$ cat src/include/udp_tx_settings.svh
`ifndef UDP_TX_SETTINGS_SVH
`define UDP_TX_SETTINGS_SVH

// UDP port numbers placed in every header
`define UDP_LOCAL_PORT  16'h8080
`define UDP_DEST_PORT   16'h8081

// Settle wait and ARP timeout, in rgmii_clk cycles
// 200 ms at 125 MHz on the board is 25_000_000
`define UDP_LINK_WAIT   64

// Credits held by each producer, and the output credit ceiling
`define UDP_CREDIT_MAX  8

// Payload buffer entries, power of two
`define UDP_FETCH_DEPTH 4

`define UDP_HDR_BYTES   8

`endif
$ cat src/design/udp_tx_pkg.sv
package udp_tx_pkg;

    // Session controller states
    typedef enum logic [2:0] {
        LINK_WAIT,
        ARP_REQ,
        ARP_WAIT,
        IDLE,
        SENDING
    } session_state_e;

    // Stream the merger is forwarding
    typedef enum logic {
        SRC_HEADER,
        SRC_PAYLOAD
    } merge_src_e;

endpackage : udp_tx_pkg

$ cat src/design/udp_byte_if.sv
`timescale 1ns/1ns

interface udp_byte_if;

    logic       valid;
    logic [7:0] data;
    logic       last;
    // One pulse hands one credit back to the producer
    logic       credit;

    modport producer (
        output valid,
        output data,
        output last,
        input  credit
    );

    modport consumer (
        input  valid,
        input  data,
        input  last,
        output credit
    );

endinterface : udp_byte_if

$ cat src/design/udp_tx_top.sv
`timescale 1ns/1ns

module udp_tx_top (
    input  logic        rgmii_clk,
    input  logic        arp_rstn,
    input  logic        trig,
    input  logic [15:0] index,
    input  logic [15:0] tx_data_len,
    output logic        tx_read_en,
    input  logic        tx_valid,
    input  logic [7:0]  tx_data,
    output logic        arp_req,
    input  logic        arp_found,
    output logic        connected,
    output logic        out_valid,
    output logic [7:0]  out_data,
    output logic        out_last,
    input  logic        out_credit
);

    logic        frame_start;
    logic        frame_done;
    logic [15:0] frame_len;
    logic [15:0] frame_index;

    udp_byte_if hdr_if ();
    udp_byte_if pay_if ();

    udp_session_ctrl u_session_ctrl (
        .rgmii_clk  (rgmii_clk),
        .arp_rstn   (arp_rstn),
        .trig       (trig),
        .index      (index),
        .tx_data_len(tx_data_len),
        .arp_found  (arp_found),
        .frame_done (frame_done),
        .arp_req    (arp_req),
        .connected  (connected),
        .frame_start(frame_start),
        .frame_len  (frame_len),
        .frame_index(frame_index)
    );

    udp_header_gen u_header_gen (
        .rgmii_clk  (rgmii_clk),
        .arp_rstn   (arp_rstn),
        .frame_start(frame_start),
        .frame_len  (frame_len),
        .hdr        (hdr_if)
    );

    udp_payload_fetch u_payload_fetch (
        .rgmii_clk  (rgmii_clk),
        .arp_rstn   (arp_rstn),
        .frame_start(frame_start),
        .frame_len  (frame_len),
        .frame_index(frame_index),
        .tx_read_en (tx_read_en),
        .tx_valid   (tx_valid),
        .tx_data    (tx_data),
        .pay        (pay_if)
    );

    udp_frame_merge u_frame_merge (
        .rgmii_clk (rgmii_clk),
        .arp_rstn  (arp_rstn),
        .hdr       (hdr_if),
        .pay       (pay_if),
        .out_valid (out_valid),
        .out_data  (out_data),
        .out_last  (out_last),
        .out_credit(out_credit),
        .frame_done(frame_done)
    );

endmodule : udp_tx_top

$ cat src/design/udp_frame_merge.sv
`timescale 1ns/1ns
`include "udp_tx_settings.svh"

module udp_frame_merge
    import udp_tx_pkg::*;
(
    input  logic         rgmii_clk,
    input  logic         arp_rstn,
    udp_byte_if.consumer hdr,
    udp_byte_if.consumer pay,
    output logic         out_valid,
    output logic [7:0]   out_data,
    output logic         out_last,
    input  logic         out_credit,
    output logic         frame_done
);

    localparam int PTR_W  = $clog2(`UDP_CREDIT_MAX);
    localparam int CRED_W = $clog2(`UDP_CREDIT_MAX + 1);
    localparam int CNT_W  = $clog2(`UDP_HDR_BYTES);

    // Per source {last, data}, deep enough for a full credit budget
    logic [8:0]        buf_mem [2][`UDP_CREDIT_MAX];
    logic [PTR_W:0]    wr_ptr [2];
    logic [PTR_W:0]    rd_ptr [2];
    merge_src_e        src;
    logic [CNT_W-1:0]  hdr_cnt;
    logic [CRED_W-1:0] out_cred;
    logic [8:0]        head;
    logic              load;

    assign head = buf_mem[src][rd_ptr[src][PTR_W-1:0]];
    assign load = (out_cred != '0) && (wr_ptr[src] != rd_ptr[src]);

    always_ff @(posedge rgmii_clk) begin
        if (hdr.valid) begin
            buf_mem[SRC_HEADER][wr_ptr[SRC_HEADER][PTR_W-1:0]] <= {hdr.last, hdr.data};
        end
        if (pay.valid) begin
            buf_mem[SRC_PAYLOAD][wr_ptr[SRC_PAYLOAD][PTR_W-1:0]] <= {pay.last, pay.data};
        end
        if (load) begin
            out_data <= head[7:0];
        end
    end

    always_ff @(posedge rgmii_clk or negedge arp_rstn) begin
        if (!arp_rstn) begin
            wr_ptr     <= '{default: '0};
            rd_ptr     <= '{default: '0};
            src        <= SRC_HEADER;
            hdr_cnt    <= '0;
            out_cred   <= '0;
            out_valid  <= 1'b0;
            out_last   <= 1'b0;
            frame_done <= 1'b0;
            hdr.credit <= 1'b0;
            pay.credit <= 1'b0;
        end else begin
            if (hdr.valid) begin
                wr_ptr[SRC_HEADER] <= wr_ptr[SRC_HEADER] + 1'b1;
            end
            if (pay.valid) begin
                wr_ptr[SRC_PAYLOAD] <= wr_ptr[SRC_PAYLOAD] + 1'b1;
            end
            // Credit goes back as the byte appears on the output
            out_valid  <= load;
            out_last   <= load && head[8];
            frame_done <= load && head[8];
            hdr.credit <= load && (src == SRC_HEADER);
            pay.credit <= load && (src == SRC_PAYLOAD);
            if (load) begin
                rd_ptr[src] <= rd_ptr[src] + 1'b1;
                if (src == SRC_HEADER) begin
                    hdr_cnt <= hdr_cnt + 1'b1;
                    if (hdr_cnt == CNT_W'(`UDP_HDR_BYTES - 1)) begin
                        src <= SRC_PAYLOAD;
                    end
                end else if (head[8]) begin
                    src <= SRC_HEADER;
                end
            end
            // Output credits saturate at the ceiling
            if (load && !out_credit) begin
                out_cred <= out_cred - 1'b1;
            end else if (!load && out_credit && out_cred != CRED_W'(`UDP_CREDIT_MAX)) begin
                out_cred <= out_cred + 1'b1;
            end
        end
    end

endmodule : udp_frame_merge

$ cat src/design/udp_payload_fetch.sv
`timescale 1ns/1ns
`include "udp_tx_settings.svh"

module udp_payload_fetch (
    input  logic         rgmii_clk,
    input  logic         arp_rstn,
    input  logic         frame_start,
    input  logic [15:0]  frame_len,
    input  logic [15:0]  frame_index,
    output logic         tx_read_en,
    input  logic         tx_valid,
    input  logic [7:0]   tx_data,
    udp_byte_if.producer pay
);

    localparam int PTR_W  = $clog2(`UDP_FETCH_DEPTH);
    localparam int CRED_W = $clog2(`UDP_CREDIT_MAX + 1);

    logic [7:0]        fifo_mem [`UDP_FETCH_DEPTH];
    logic [PTR_W-1:0]  wr_ptr;
    logic [PTR_W-1:0]  rd_ptr;
    logic [PTR_W:0]    fill;
    logic [15:0]       fetch_left;
    logic [16:0]       send_left;
    logic [CRED_W-1:0] credits;
    logic              take;
    logic              send;

    // Source answers in the cycle of the request
    assign tx_read_en = (fetch_left != '0) && (fill != (PTR_W+1)'(`UDP_FETCH_DEPTH));
    assign take       = tx_read_en && tx_valid;
    assign send       = (fill != '0) && (credits != '0);
    assign pay.valid  = send;
    assign pay.data   = fifo_mem[rd_ptr];
    assign pay.last   = (send_left == 17'd1);

    always_ff @(posedge rgmii_clk or negedge arp_rstn) begin
        if (!arp_rstn) begin
            wr_ptr     <= '0;
            rd_ptr     <= '0;
            fill       <= '0;
            fetch_left <= '0;
            send_left  <= '0;
            credits    <= CRED_W'(`UDP_CREDIT_MAX);
        end else begin
            if (frame_start) begin
                // Buffer is empty here, index bytes take the first two slots
                wr_ptr     <= PTR_W'(2);
                rd_ptr     <= '0;
                fill       <= (PTR_W+1)'(2);
                fetch_left <= frame_len;
                send_left  <= {1'b0, frame_len} + 17'd2;
            end else begin
                if (take) begin
                    wr_ptr     <= wr_ptr + 1'b1;
                    fetch_left <= fetch_left - 1'b1;
                end
                if (send) begin
                    rd_ptr    <= rd_ptr + 1'b1;
                    send_left <= send_left - 1'b1;
                end
                case ({take, send})
                    2'b10:   fill <= fill + 1'b1;
                    2'b01:   fill <= fill - 1'b1;
                    default: fill <= fill;
                endcase
            end
            case ({send, pay.credit})
                2'b10:   credits <= credits - 1'b1;
                2'b01:   credits <= credits + 1'b1;
                default: credits <= credits;
            endcase
        end
    end

    always_ff @(posedge rgmii_clk) begin
        if (frame_start) begin
            fifo_mem[0] <= frame_index[15:8];
            fifo_mem[1] <= frame_index[7:0];
        end else if (take) begin
            fifo_mem[wr_ptr] <= tx_data;
        end
    end

endmodule : udp_payload_fetch

$ cat src/design/udp_header_gen.sv
`timescale 1ns/1ns
`include "udp_tx_settings.svh"

module udp_header_gen (
    input  logic         rgmii_clk,
    input  logic         arp_rstn,
    input  logic         frame_start,
    input  logic [15:0]  frame_len,
    udp_byte_if.producer hdr
);

    localparam int CNT_W  = $clog2(`UDP_HDR_BYTES);
    localparam int CRED_W = $clog2(`UDP_CREDIT_MAX + 1);

    localparam logic [15:0] LOCAL_PORT = `UDP_LOCAL_PORT;
    localparam logic [15:0] DEST_PORT  = `UDP_DEST_PORT;

    logic              active;
    logic [CNT_W-1:0]  byte_cnt;
    logic [CRED_W-1:0] credits;
    logic [15:0]       udp_len;
    logic              send;

    // Header, index and payload
    assign udp_len   = frame_len + 16'd10;
    assign send      = active && (credits != '0);
    assign hdr.valid = send;
    assign hdr.last  = 1'b0;

    always_comb begin
        case (byte_cnt)
            0:       hdr.data = LOCAL_PORT[15:8];
            1:       hdr.data = LOCAL_PORT[7:0];
            2:       hdr.data = DEST_PORT[15:8];
            3:       hdr.data = DEST_PORT[7:0];
            4:       hdr.data = udp_len[15:8];
            5:       hdr.data = udp_len[7:0];
            default: hdr.data = 8'h00; // checksum unused
        endcase
    end

    always_ff @(posedge rgmii_clk or negedge arp_rstn) begin
        if (!arp_rstn) begin
            active   <= 1'b0;
            byte_cnt <= '0;
            credits  <= CRED_W'(`UDP_CREDIT_MAX);
        end else begin
            if (frame_start) begin
                active   <= 1'b1;
                byte_cnt <= '0;
            end else if (send) begin
                byte_cnt <= byte_cnt + 1'b1;
                if (byte_cnt == CNT_W'(`UDP_HDR_BYTES - 1)) begin
                    active <= 1'b0;
                end
            end
            case ({send, hdr.credit})
                2'b10:   credits <= credits - 1'b1;
                2'b01:   credits <= credits + 1'b1;
                default: credits <= credits;
            endcase
        end
    end

endmodule : udp_header_gen

$ cat src/design/udp_session_ctrl.sv
`timescale 1ns/1ns
`include "udp_tx_settings.svh"

module udp_session_ctrl
    import udp_tx_pkg::*;
(
    input  logic        rgmii_clk,
    input  logic        arp_rstn,
    input  logic        trig,
    input  logic [15:0] index,
    input  logic [15:0] tx_data_len,
    input  logic        arp_found,
    input  logic        frame_done,
    output logic        arp_req,
    output logic        connected,
    output logic        frame_start,
    output logic [15:0] frame_len,
    output logic [15:0] frame_index
);

    localparam int WAIT_W = $clog2(`UDP_LINK_WAIT);

    session_state_e    state;
    logic [WAIT_W-1:0] wait_cnt;
    logic              wait_done;

    // Same counter for the settle wait and the ARP timeout
    assign wait_done = (wait_cnt == WAIT_W'(`UDP_LINK_WAIT - 1));
    assign arp_req   = (state == ARP_REQ);

    always_ff @(posedge rgmii_clk or negedge arp_rstn) begin
        if (!arp_rstn) begin
            state       <= LINK_WAIT;
            wait_cnt    <= '0;
            connected   <= 1'b0;
            frame_start <= 1'b0;
        end else begin
            frame_start <= 1'b0;
            case (state)
                LINK_WAIT: begin
                    if (wait_done) begin
                        wait_cnt <= '0;
                        state    <= ARP_REQ;
                    end else begin
                        wait_cnt <= wait_cnt + 1'b1;
                    end
                end
                ARP_REQ: begin
                    state <= ARP_WAIT;
                end
                ARP_WAIT: begin
                    if (arp_found) begin
                        wait_cnt  <= '0;
                        connected <= 1'b1;
                        state     <= IDLE;
                    end else if (wait_done) begin
                        // No answer, settle again and retry
                        wait_cnt <= '0;
                        state    <= LINK_WAIT;
                    end else begin
                        wait_cnt <= wait_cnt + 1'b1;
                    end
                end
                IDLE: begin
                    if (trig) begin
                        frame_start <= 1'b1;
                        state       <= SENDING;
                    end
                end
                SENDING: begin
                    // trig is ignored until the merger reports the end
                    if (frame_done) begin
                        state <= IDLE;
                    end
                end
                default: begin
                    state <= LINK_WAIT;
                end
            endcase
        end
    end

    // Held stable for the whole frame
    always_ff @(posedge rgmii_clk) begin
        if (state == IDLE && trig) begin
            frame_len   <= tx_data_len;
            frame_index <= index;
        end
    end

endmodule : udp_session_ctrl

$ cat config.mk
export PLATFORM = sky130hd
export DESIGN_NAME = udp_tx_top
export DESIGN_NICKNAME = d
export VERILOG_FILES = /design/src/design/udp_tx_pkg.sv /design/src/design/udp_byte_if.sv /design/src/design/udp_tx_top.sv /design/src/design/udp_frame_merge.sv /design/src/design/udp_payload_fetch.sv /design/src/design/udp_header_gen.sv /design/src/design/udp_session_ctrl.sv
export VERILOG_INCLUDE_DIRS = /design/src /design/src/include
export SDC_FILE = /design/constraint.sdc
export NUM_CORES = 1
export LEC_CHECK = 0
export BUFFER_PORTS_ARGS = -buffer_cell sky130_fd_sc_hd__buf_2
export CORE_ASPECT_RATIO = 0.75
export CORE_UTILIZATION = 60
export CTS_CLUSTER_DIAMETER = 40
export DETAILED_ROUTE_END_ITERATION = 10
export HOLD_SLACK_MARGIN = 0.1
export PLACE_DENSITY = 0.85
export SETUP_SLACK_MARGIN = 0.1
export SLEW_MARGIN = 20
export SYNTH_ARGS = -nofsm -noshare
export SYNTH_HDL_FRONTEND = slang
export SYNTH_HIERARCHICAL = 1
export SYNTH_SLANG_ARGS = --single-unit
$ cat constraint.sdc
create_clock -name rgmii_clk -period 5.8 [get_ports rgmii_clk]
set_input_delay 0.58 -clock rgmii_clk [delete_from_list [all_inputs] [get_ports rgmii_clk]]
set_output_delay 0.58 -clock rgmii_clk [all_outputs]
set_load 0.02 [all_outputs]
==> results of run 1 <==
worst register-to-register path, cell delays in order (launching register included):
cell	delay (ns)
dfrtp_1	0.42
nor4_1	0.80
nand4_1	0.69
nand2_1	0.27
nand2_1	0.09
fa_1	0.43
o211ai_1	0.21
nor3_1	0.07
a311o_1	0.29
registers in the layout, summed over array words and instances (netlist names), 3 cells and up:
| name | flops |
|---|---|
| u_frame_merge/out_cred | 4 |
| u_session_ctrl/state | 3 |
| u_header_gen/credits | 4 |
| u_payload_fetch/credits | 4 |
| u_session_ctrl/frame_index | 16 |
| u_frame_merge/hdr_cnt | 3 |
| u_frame_merge/rd_ptr | 8 |
| u_session_ctrl/frame_len | 16 |
| u_payload_fetch/fill | 3 |
| u_payload_fetch/fetch_left | 16 |
| u_session_ctrl/wait_cnt | 6 |
| u_payload_fetch/send_left | 17 |
| u_frame_merge/out_data | 8 |
| u_payload_fetch/fifo_mem | 32 |
| u_header_gen/byte_cnt | 3 |
| u_frame_merge/wr_ptr | 8 |
| u_frame_merge/buf_mem | 144 |
how the worst max path moves through the flow:
stage	startpoint	endpoint	depth (start not counted)
floorplan	u_payload_fetch/fetch_left[7]$_DFFE_PN0P_	u_payload_fetch/fill[2]$_DFFE_PN0P_	9
global placement	u_payload_fetch/fetch_left[7]$_DFFE_PN0P_	u_payload_fetch/fill[2]$_DFFE_PN0P_	8
detailed placement	u_payload_fetch/fetch_left[7]$_DFFE_PN0P_	u_payload_fetch/fill[2]$_DFFE_PN0P_	8
CTS	u_payload_fetch/fetch_left[7]$_DFFE_PN0P_	tx_read_en	4
global route	u_payload_fetch/fetch_left[7]$_DFFE_PN0P_	tx_read_en	4
finish	u_payload_fetch/fetch_left[7]$_DFFE_PN0P_	tx_read_en	4
synth_stat cells, types with 23 or more instances:
cell type,n
a21oi_1,32
mux2_2,28
nand2_1,51
nor2_1,56
inv_1,24
nor3_1,26
nand3_1,24
dfrtp_1,89
xnor2_1,30
mux2i_1,59
ha_1,28
xor2_1,24
o21ai_0,23
clkbuf_1,28
a211oi_1,35
edfxtp_1,216
kinds of logic after synthesis:
logic type	count (synthesis)	share of synthesized area
other cells	1	0.000262
fa+ha+maj	31	0.0287
flops	307	0.613
simple gates	287	0.112
xor+xnor	54	0.0331
compound gates	193	0.0953
mux	106	0.0932
buf+inv	79	0.0250
per-layer routing:
layer / GRT usage / wire length, um
met3: 0.0573 / 3140
met2: 0.396 / 13900
met1: 0.377 / 13500
met5: 0.0180 / 57
met4: 0.0798 / 745
through the flow:
step	utilization	hold WS [ns]	std cells	cell area, um^2	setup slack [ns]
finish	0.691	0.232	1433	16000	2.22
global route	0.691	0.219	1433	16000	2.07
CTS	0.691	0.218	1433	16000	2.31
detailed placement	0.638	0.450	1371	14800	2.58
global placement	0.638	0.446	1371	14800	2.67
floorplan	-	0.284	1058	14300	3.16
area by class of cell:
type                    instances  area, um^2
multi-input cells             672        5210
clock inverters                21         309
inverters                      27         104
flip-flops and latches        307        8770
repair buffers                 66         355
well taps                     300         375
clock buffers                  40         893
fillers                      1569        7170
power by group through the flow:
| stage | logic, W | registers, W | clock network, W |
|---|---|---|---|
| 2_1_floorplan | 0.000646 | 0.00283 | 0 |
| 5_1_grt | 0.000896 | 0.00293 | 0.00240 |
| 3_3_place_gp | 0.000749 | 0.00290 | 0 |
| 6_report | 0.000807 | 0.00290 | 0.00229 |
| 3_5_place_dp | 0.000792 | 0.00292 | 0 |
| 4_1_cts | 0.000803 | 0.00289 | 0.00232 |
==> flow_summary.yaml, run 1 <==
layout:
  final_common_cell: "edfxtp_1"
  area_delta_synth_final_pct: 11.9
  nets: 1185
  drive_above_1_share: 0.184
  layout_common_cells: "edfxtp_1 (216), dfrtp_1 (86), mux2i_1 (58)"
  n_antenna_cell: 0
sta:
  finalSetupViolations: 0
  drv_slew: 0
  finalHoldViolCount: 0
  finClkSkew_ns: 0.0394
  max_slew.worst_pin.slew_ns: 1.22
  fin_crit_ns: 3.58
  rsz0062_at_grt: "false"
  finalCritPeriodShare: 0.618
  setup-tns-final_ns: 0
  relSlewSlack: 0.180
  fmax_ghz: 0.279
floorplanning:
  core-area_um2: 23200
  io_pins: 59
  rows: 48
  start_util: 0.617
  dieArea_um2: 24500
  die-width_um: 180
  die_h_um: 136
global_routing:
  grt_pass1_wl_mm: 48.5
  grt.total_usage: 0.260
  grt_pass1_vias: 8801
  grt_overflow_total: 0
  antenna_found_initial: 0
  grt_max_degree: 56
synth:
  synthArstFlopShare: 0.296
  synth_seq_area_share: 0.613
  synth_top_area_share: 0.453
  synth.area.top_cells: "edfxtp_1 (45%), dfrtp_1 (16%), mux2i_1 (4.1%)"
  synth_top_area_cell: "edfxtp_1"
  yosysWarnings: 6
  synth.cell_area_um2: 14300
  synth-edff-count: 216
  synth.avg_cell_area_um2: 13.5
  syn_inst: 1058
  ys_ff_latch: 307
  syn-num-nets: 1135
  synthDistinctLibCells: 83
  yosys_most_used_dff: "edfxtp_1"
min_path:
  min_delay_path_depth: 1
  hold_end: "u_session_ctrl/frame_index[9]$_DFFE_PP_"
  min-delay-start: "index[9]"
  min_path_type: "in2reg"
clocking:
  cts_buffers: 34
  post_cts_resized: 0
  cts_root_buffer: "clkbuf_16"
  h-tree-depth: 2
  cts_tree: "yes"
  cts_setup_buffers: 0
  cts.clk_slew.worst_paths_ns: 0.06
  clock_path_buffers: 3
  clock_latency_ns: 0.54
  cts.sinks: 307
  holdBufCountCts: 1
routing:
  drc_errors: 0
  wire_per_inst_um: 21.8
  vias: 9315
  drtIter0Drc: 1148
  routed_wl_mm: 31.3
  viasPerCell: 6.50
  postRouteAntennaNets: 0
  firstDrtPassIters: 5
setup_path:
  timing.rr.start: "u_payload_fetch/fetch_left[7]$_DFFE_PN0P_"
  worstSetupStartpointType: "register"
  ff2ff_path_depth: 8
  endpoint_kind: "output port"
  critical_path_class: "reg2out"
  crit_slowest_cell: "nor4_1"
  crit_arrival_ns: 3.00
  r2r_end: "u_payload_fetch/fill[2]$_DFFE_PN0P_"
  r2r_setup_slack_ns: 2.42
  cp.required_ns: 5.22
  path_buf_inv: 1
  crit_fanout: 14
  cp_slowest_stage_delay_ns: 0.80
  path_cells: "nor4_1, nand4_1, and2_1, buf_2"
  path_delay_family: "simple AND/OR/NAND/NOR gates"
power_and_ir_drop:
  power_density_nw_per_um2: 374
  clock_power_share: 0.382
  p_leak_nw: 5.50
  vdd_drop_max_mv: 0.338
  p_sw_w: 0.00161
  p_total_w: 0.00600
  p_int_w: 0.00438
  comb_power_share: 0.135
  pwr-share-seq: 0.484
  swShare: 0.269
status:
  outcome: "finished clean"
flow_run:
  cap_violations: 0
place:
  gp_congestion: 0.855
  dp.final_hpwl_mm: 20.4
  portBuffers: 58
(Power assumes the default switching activity.)
==> run 2, diff against run 1 <==
--- a/config.mk
+++ b/config.mk
@@ -6,6 +6,7 @@
 export SDC_FILE = /design/constraint.sdc
 export NUM_CORES = 1
 export LEC_CHECK = 0
+export ABC_AREA = 1
 export BUFFER_PORTS_ARGS = -buffer_cell sky130_fd_sc_hd__buf_2
 export CORE_ASPECT_RATIO = 0.75
 export CORE_UTILIZATION = 60
==> constraint.sdc (replaced) <==
create_clock -name rgmii_clk -period 3.3 [get_ports rgmii_clk]
set_input_delay 0.33 -clock rgmii_clk [delete_from_list [all_inputs] [get_ports rgmii_clk]]
set_output_delay 0.33 -clock rgmii_clk [all_outputs]
set_load 0.02 [all_outputs]
==> run 2 against run 1 <==
First-iteration DRC count grew 15%. Core utilization grew 1.5 points. Clock-buffer cell count rose by 4. Global-route usage increased by 3.4 points. Cell area increased by 6.2%. Register-to-register slack got worse by 1.6 ns. Clock power up 71%.
==> flow_summary.yaml, run 2 <==
synth:
  synthArstFlopShare: 0.296
  synth-edff-count: 216
  synth_compound_area_frac: 0.0651
  synthDistinctLibCells: 50
  synth_top_area_cell: "edfxtp_1"
  synth_commonest_cells: "nand2_1 (455), edfxtp_1 (216), nand3_1 (152), nor2_1 (128), inv_1 (112)"
  syn-num-nets: 1597
  yosysWarnings: 6
  synth_seq_area_share: 0.591
  syn_inst: 1520
  synth.avg_cell_area_um2: 9.75
  synth_fa_ha_area_frac: 0.0277
  yosys_most_used_dff: "edfxtp_1"
  synth-xor-area-share: 0.0242
  muxShareOfSynthArea: 0
  synth.area.top_cells: "edfxtp_1 (44%), dfrtp_1 (15%), nand2_1 (12%)"
  synth_top_family_by_area: "simple AND/OR/NAND/NOR gates"
  synth_top_area_share: 0.438
  synthMostInstantiatedCell: "nand2_1"
  ys_ff_latch: 307
  synthSimpleGateAreaFrac: 0.240
  synth.cell_area_um2: 14800
sta:
  drv_slew: 0
  rsz0062_at_grt: "false"
  hold-worst-slack_ns: 0.150
  finClkSkew_ns: 0.0271
  finalHoldViolCount: 0
  finalSetupViolations: 0
  fin_crit_ns: 2.48
  relSlewSlack: 0.281
  fmax_ghz: 0.402
  setup-tns-final_ns: 0
  max_slew.worst_pin.slew_ns: 1.08
  setup_slack_ns: 0.815
  finalCritPeriodShare: 0.753
setup_path:
  endpoint_kind: "register"
  ff2ff_path_depth: 6
  crit_arrival_ns: 2.63
  worstSetupStartpointType: "register"
  cp.required_ns: 3.44
  critical_path_class: "reg2reg"
  crit_fanout: 9
floorplanning:
  dieArea_um2: 25300
  die-width_um: 183
  io_pins: 59
  core-area_um2: 24100
  start_util: 0.615
  die_h_um: 138
  rows: 49
place:
  portBuffers: 58
  dp.final_hpwl_mm: 23.3
  gp_congestion: 0.902
  dpl_worst_slack_ns: 0.867
  post_dp_cell_area_um2: 15400
layout:
  area_delta_synth_final_pct: 14.7
  largest_register_ffs: 144
  final_common_cell: "nand2_1"
  fill_cells: 1717
  layout_common_cells: "nand2_1 (455), edfxtp_1 (216), nand3_1 (152)"
  n_antenna_cell: 0
  nets: 1709
  drive_above_1_share: 0.130
  stdcell_area_um2: 17000
routing:
  routed_wl_mm: 36.0
  viasPerCell: 5.74
  wire_per_inst_um: 18.1
  drc_errors: 0
  firstDrtPassIters: 5
  vias: 11400
  drtIter0Drc: 1317
  postRouteAntennaNets: 0
power_and_ir_drop:
  power_density_nw_per_um2: 571
  p_leak_nw: 7.29
  vdd_drop_max_mv: 0.560
clocking:
  clock_path_buffers: 3
  h-tree-depth: 2
  cts.sinks: 307
  clock_latency_ns: 0.53
  cts_buffers: 35
  cts.clk_slew.worst_paths_ns: 0.06
  cts_tree: "yes"
  cts_root_buffer: "clkbuf_16"
  cts_setup_buffers: 0
global_routing:
  grt_overflow_total: 0
  grt_pass1_vias: 11000
  grt.total_usage: 0.294
  grt_max_degree: 54
  grt_pass1_wl_mm: 57.9
  antenna_found_initial: 0
status:
  outcome: "finished clean"
flow_run:
  cap_violations: 0
min_path:
  min_path_type: "in2reg"
  min_delay_path_depth: 3
-- run 2: critical path: stages, from the launching register on --
cell and delay (ns):
dfstp_2 0.54, nor2_1 0.05, nand2_1 0.09, nand2_2 0.15
inv_1 0.27, nand2_1 0.17, nor2_1 0.84
-- run 2: metal layers --
metal,routed length (um),track usage,vias to the layer above
li1,-,-,5336
met1,14900,0.427,5410
met2,16200,0.456,596
met3,3930,0.0598,88
met4,870,0.0785,0
met5,0,0,-
-- run 2: final timing paths --
check / slack (ns) / startpoint / end
setup / recovery: 0.82 / u_payload_fetch/credits[3]$_DFFE_PN1P_ / u_frame_merge/buf_mem[1][28]$_DFFE_PP_
hold / removal: 0.15 / trig / u_session_ctrl/state[2]$_DFFE_PN0P_
setup reg to reg: 0.82 / u_payload_fetch/credits[3]$_DFFE_PN1P_ / u_frame_merge/buf_mem[1][28]$_DFFE_PP_
hold reg to reg: 0.46 / u_session_ctrl/connected$_DFFE_PN0P_ / u_session_ctrl/connected$_DFFE_PN0P_
max in group asynchronous: 2.08 / arp_rstn / u_frame_merge/src$_DFFE_PN0N_
min in group asynchronous: 0.43 / arp_rstn / u_session_ctrl/wait_cnt[3]$_DFFE_PN0P_
-- run 2: where the power goes --
part           switching [W]  leakage, nW  internal, W
Combinational       0.000784         3.70     0.000439
Clock                0.00156        0.578      0.00235
Sequential          0.000179         3.01      0.00439
-- run 2: through the flow --
step	total power, W	std cells	utilization
global route	0.0101	1990	0.706
finish	0.00971	1990	0.706
detailed placement	0.00579	1885	0.640
floorplan	0.00551	1520	-
CTS	0.00972	1990	0.706
global placement	0.00573	1885	0.640
-- run 2: final cells by class --
cell class                 count  area (um^2)  area share
sequential                   307         8770       0.516
clock buffer                  44          971      0.0571
multi-input combinational   1045         5300       0.312
inverter                     119          452      0.0266
tap                          331          414      0.0244
timing repair buffer         124          891      0.0524
clock inverter                20          210      0.0124
-- run 2: logic make-up after synthesis --
logic type               count (synthesis)
AO/OA/AOI/OAI                          155
XOR/XNOR                                41
adder cells (fa/ha/maj)                 31
buffers and inverters                  168
flip-flops                             307
other                                    1
AND/OR/NAND/NOR                        817
-- run 2: timing repair --
action,4_1_cts,5_1_grt
resized for setup,0,0
hold buffers,41,0
hold endpoints to repair,95,0
==> run 3, diff against run 2 <==
--- a/config.mk
+++ b/config.mk
@@ -9,11 +9,11 @@
 export ABC_AREA = 1
 export BUFFER_PORTS_ARGS = -buffer_cell sky130_fd_sc_hd__buf_2
 export CORE_ASPECT_RATIO = 0.75
-export CORE_UTILIZATION = 60
+export CORE_UTILIZATION = 56
 export CTS_CLUSTER_DIAMETER = 40
 export DETAILED_ROUTE_END_ITERATION = 10
 export HOLD_SLACK_MARGIN = 0.1
-export PLACE_DENSITY = 0.85
+export PLACE_DENSITY = 0.83
 export SETUP_SLACK_MARGIN = 0.1
 export SLEW_MARGIN = 20
 export SYNTH_ARGS = -nofsm -noshare
==> constraint.sdc (replaced) <==
create_clock -name rgmii_clk -period 2.1 [get_ports rgmii_clk]
set_input_delay 0.21 -clock rgmii_clk [delete_from_list [all_inputs] [get_ports rgmii_clk]]
set_output_delay 0.21 -clock rgmii_clk [all_outputs]
set_load 0.02 [all_outputs]
==> run 3 against run 2 <==
The flow now finishes with violations (negative setup slack). First-iteration DRC count increased by 9.9%. Sequential share of layout area shrank 3.3 points. Core utilization decreased by 0.53 points. Clock skew increased by 0.0076 ns. Non-clock buffer count increased by 93. Die area increased by 7.0%. Fmax increased by 17%. Critical path type unchanged.
==> flow_summary.yaml, run 3 (synthesis results as in run 2) <==
status:
  outcome: "finished with violations"
  violations: "negative setup slack"
sta:
  fmax_ghz: 0.469
  fin_crit_ns: 2.13
  drv_slew: 0
  rsz0062_at_grt: "true"
  finalHoldViolCount: 0
  finalSetupViolations: 1
  max_slew.worst_pin.slew_ns: 0.750
  relSlewSlack: 0.500
  finClkSkew_ns: 0.0347
  finalCritPeriodShare: 1.01
  setup_slack_ns: -0.0301
setup_path:
  critical_path_class: "reg2reg"
  crit_arrival_ns: 2.60
  crit_fanout: 4
  startpoint: "u_payload_fetch/fetch_left[7]$_DFFE_PN0P_"
  crit_slowest_cell: "dfrtp_1"
  path_delay_family: "simple AND/OR/NAND/NOR gates"
  cp.required_ns: 2.57
  path_cells: "nor2_2, nand2_2, nor2_4, nand2_4, nand3_4, nand2_4, fa_2, a21oi_2, nand4_1, nand3_1, nand2_1, nor2_1"
  path_buf_inv: 0
  endpoint_kind: "register"
  ff2ff_path_depth: 12
  cp_slowest_stage_delay_ns: 0.39
  crit_top_cell: "nand2_4"
  timing.rr.start: "u_payload_fetch/fetch_left[7]$_DFFE_PN0P_"
  r2r_end: "u_payload_fetch/fill[2]$_DFFE_PN0P_"
  worstSetupStartpointType: "register"
  r2r_setup_slack_ns: -0.03
min_path:
  min_delay_path_depth: 5
  min_path_type: "in2reg"
  min-delay-start: "tx_valid"
  hold_end: "u_payload_fetch/fill[0]$_DFFE_PN0P_"
floorplanning:
  rows: 51
  core-area_um2: 26000
  die_h_um: 143
  io_pins: 59
  dieArea_um2: 27100
  die-width_um: 190
  start_util: 0.571
place:
  portBuffers: 58
  dp.final_hpwl_mm: 23.4
  dp.cells: 1940
  gp_congestion: 0.905
layout:
  final_cells: 2103
  nets: 1805
  drive_above_1_share: 0.209
  final_common_cell: "nand2_1"
  layout_common_cells: "nand2_1 (433), edfxtp_1 (216), nand3_1 (149)"
  largest_register_ffs: 144
  area_delta_synth_final_pct: 22.7
  postLayoutCoreUtil: 0.700
clocking:
  cts.sinks: 307
  cts_buffers: 37
  h-tree-depth: 2
  cts_tree: "yes"
  clock_path_buffers: 3
  cts.clk_slew.worst_paths_ns: 0.07
  cts_root_buffer: "clkbuf_16"
  clock_latency_ns: 0.55
global_routing:
  grt.total_usage: 0.290
  grt_pass1_vias: 11600
  grt_pass1_wl_mm: 60.3
  grt_max_degree: 51
  grt_overflow_total: 0
  antenna_found_initial: 1
routing:
  drtIter0Drc: 1447
  wire_per_inst_um: 19.0
  viasPerCell: 5.83
  postRouteAntennaNets: 0
  routed_wl_mm: 40.0
  vias: 12300
  drc_errors: 0
  firstDrtPassIters: 6
power_and_ir_drop:
  vdd_drop_max_mv: 0.967
  power_density_nw_per_um2: 909
  p_leak_nw: 7.85
flow_run:
  cap_violations: 0
## run 3: where the power goes
group	internal (W)	switching (W)
combinational	0.00111	0.00162
sequential	0.00690	0.000283
clock	0.00397	0.00264
total	0.0120	0.00454
## run 3: worst min-delay path: cells and delay by family
kind	cells	cell delay, ns
buffers and inverters	1	0.15
and+or+nand+nor	4	0.29
## run 3: final cells by class
| type | instances | area (um^2) |
|---|---|---|
| clock buffers | 46 | 1010 |
| flip-flops and latches | 307 | 8770 |
| clock inverters | 22 | 251 |
| fillers | 1732 | 7780 |
| repair inverters | 1 | 11.3 |
| multi-input cells | 1045 | 5500 |
| inverters | 119 | 467 |
| repair buffers | 217 | 1730 |
| well taps | 344 | 430 |
| diodes | 2 | 5.00 |
## run 3: routing by layer
layer	vias up	wire, um	global-route usage
met4	0	1310	0.110
met3	115	4220	0.0582
met5	-	0	0
met2	748	18500	0.461
met1	5855	16000	0.394
li1	5551	-	-
## run 3: how the worst max path moves through the flow
| stage | cells after the start | slack, ns | endpoint |
|---|---|---|---|
| 2_1_floorplan | 12 | 0.11 | u_payload_fetch/fill[2]$_DFFE_PN0P_ |
| 3_3_place_gp | 12 | 0.04 | u_payload_fetch/fill[2]$_DFFE_PN0P_ |
| 3_5_place_dp | 12 | -0.006 | u_payload_fetch/fill[2]$_DFFE_PN0P_ |
| 4_1_cts | 19 | 0.10 | u_frame_merge/out_cred[2]$_DFFE_PN0P_ |
| 5_1_grt | 12 | -0.15 | u_payload_fetch/fill[2]$_DFFE_PN0P_ |
| 6_report | 12 | -0.03 | u_payload_fetch/fill[2]$_DFFE_PN0P_ |
## run 3: what timing repair did
item,in CTS,in global routing
cloned,1,1
pin swaps,12,41
hold endpoints to repair,120,0
gates resized for setup,26,66
setup buffers,21,29
hold buffers,43,0
endpoints found under the setup margin,8,69
## run 3: metrics by stage
stage | hold WS, ns | setup slack [ns] | TNS [ns] | total power [W] | area [um^2]
floorplan | -0.0856 | 0.107 | 0 | 0.00868 | 14800
finish | 0.162 | -0.0301 | -0.0301 | 0.0165 | 18200
detailed placement | 0.236 | -0.00643 | -0.00643 | 0.00919 | 15800
CTS | 0.111 | 0.102 | 0 | 0.0160 | 17700
global placement | 0.227 | 0.0386 | 0 | 0.00908 | 15800
global route | 0.175 | -0.147 | -0.311 | 0.0171 | 18200
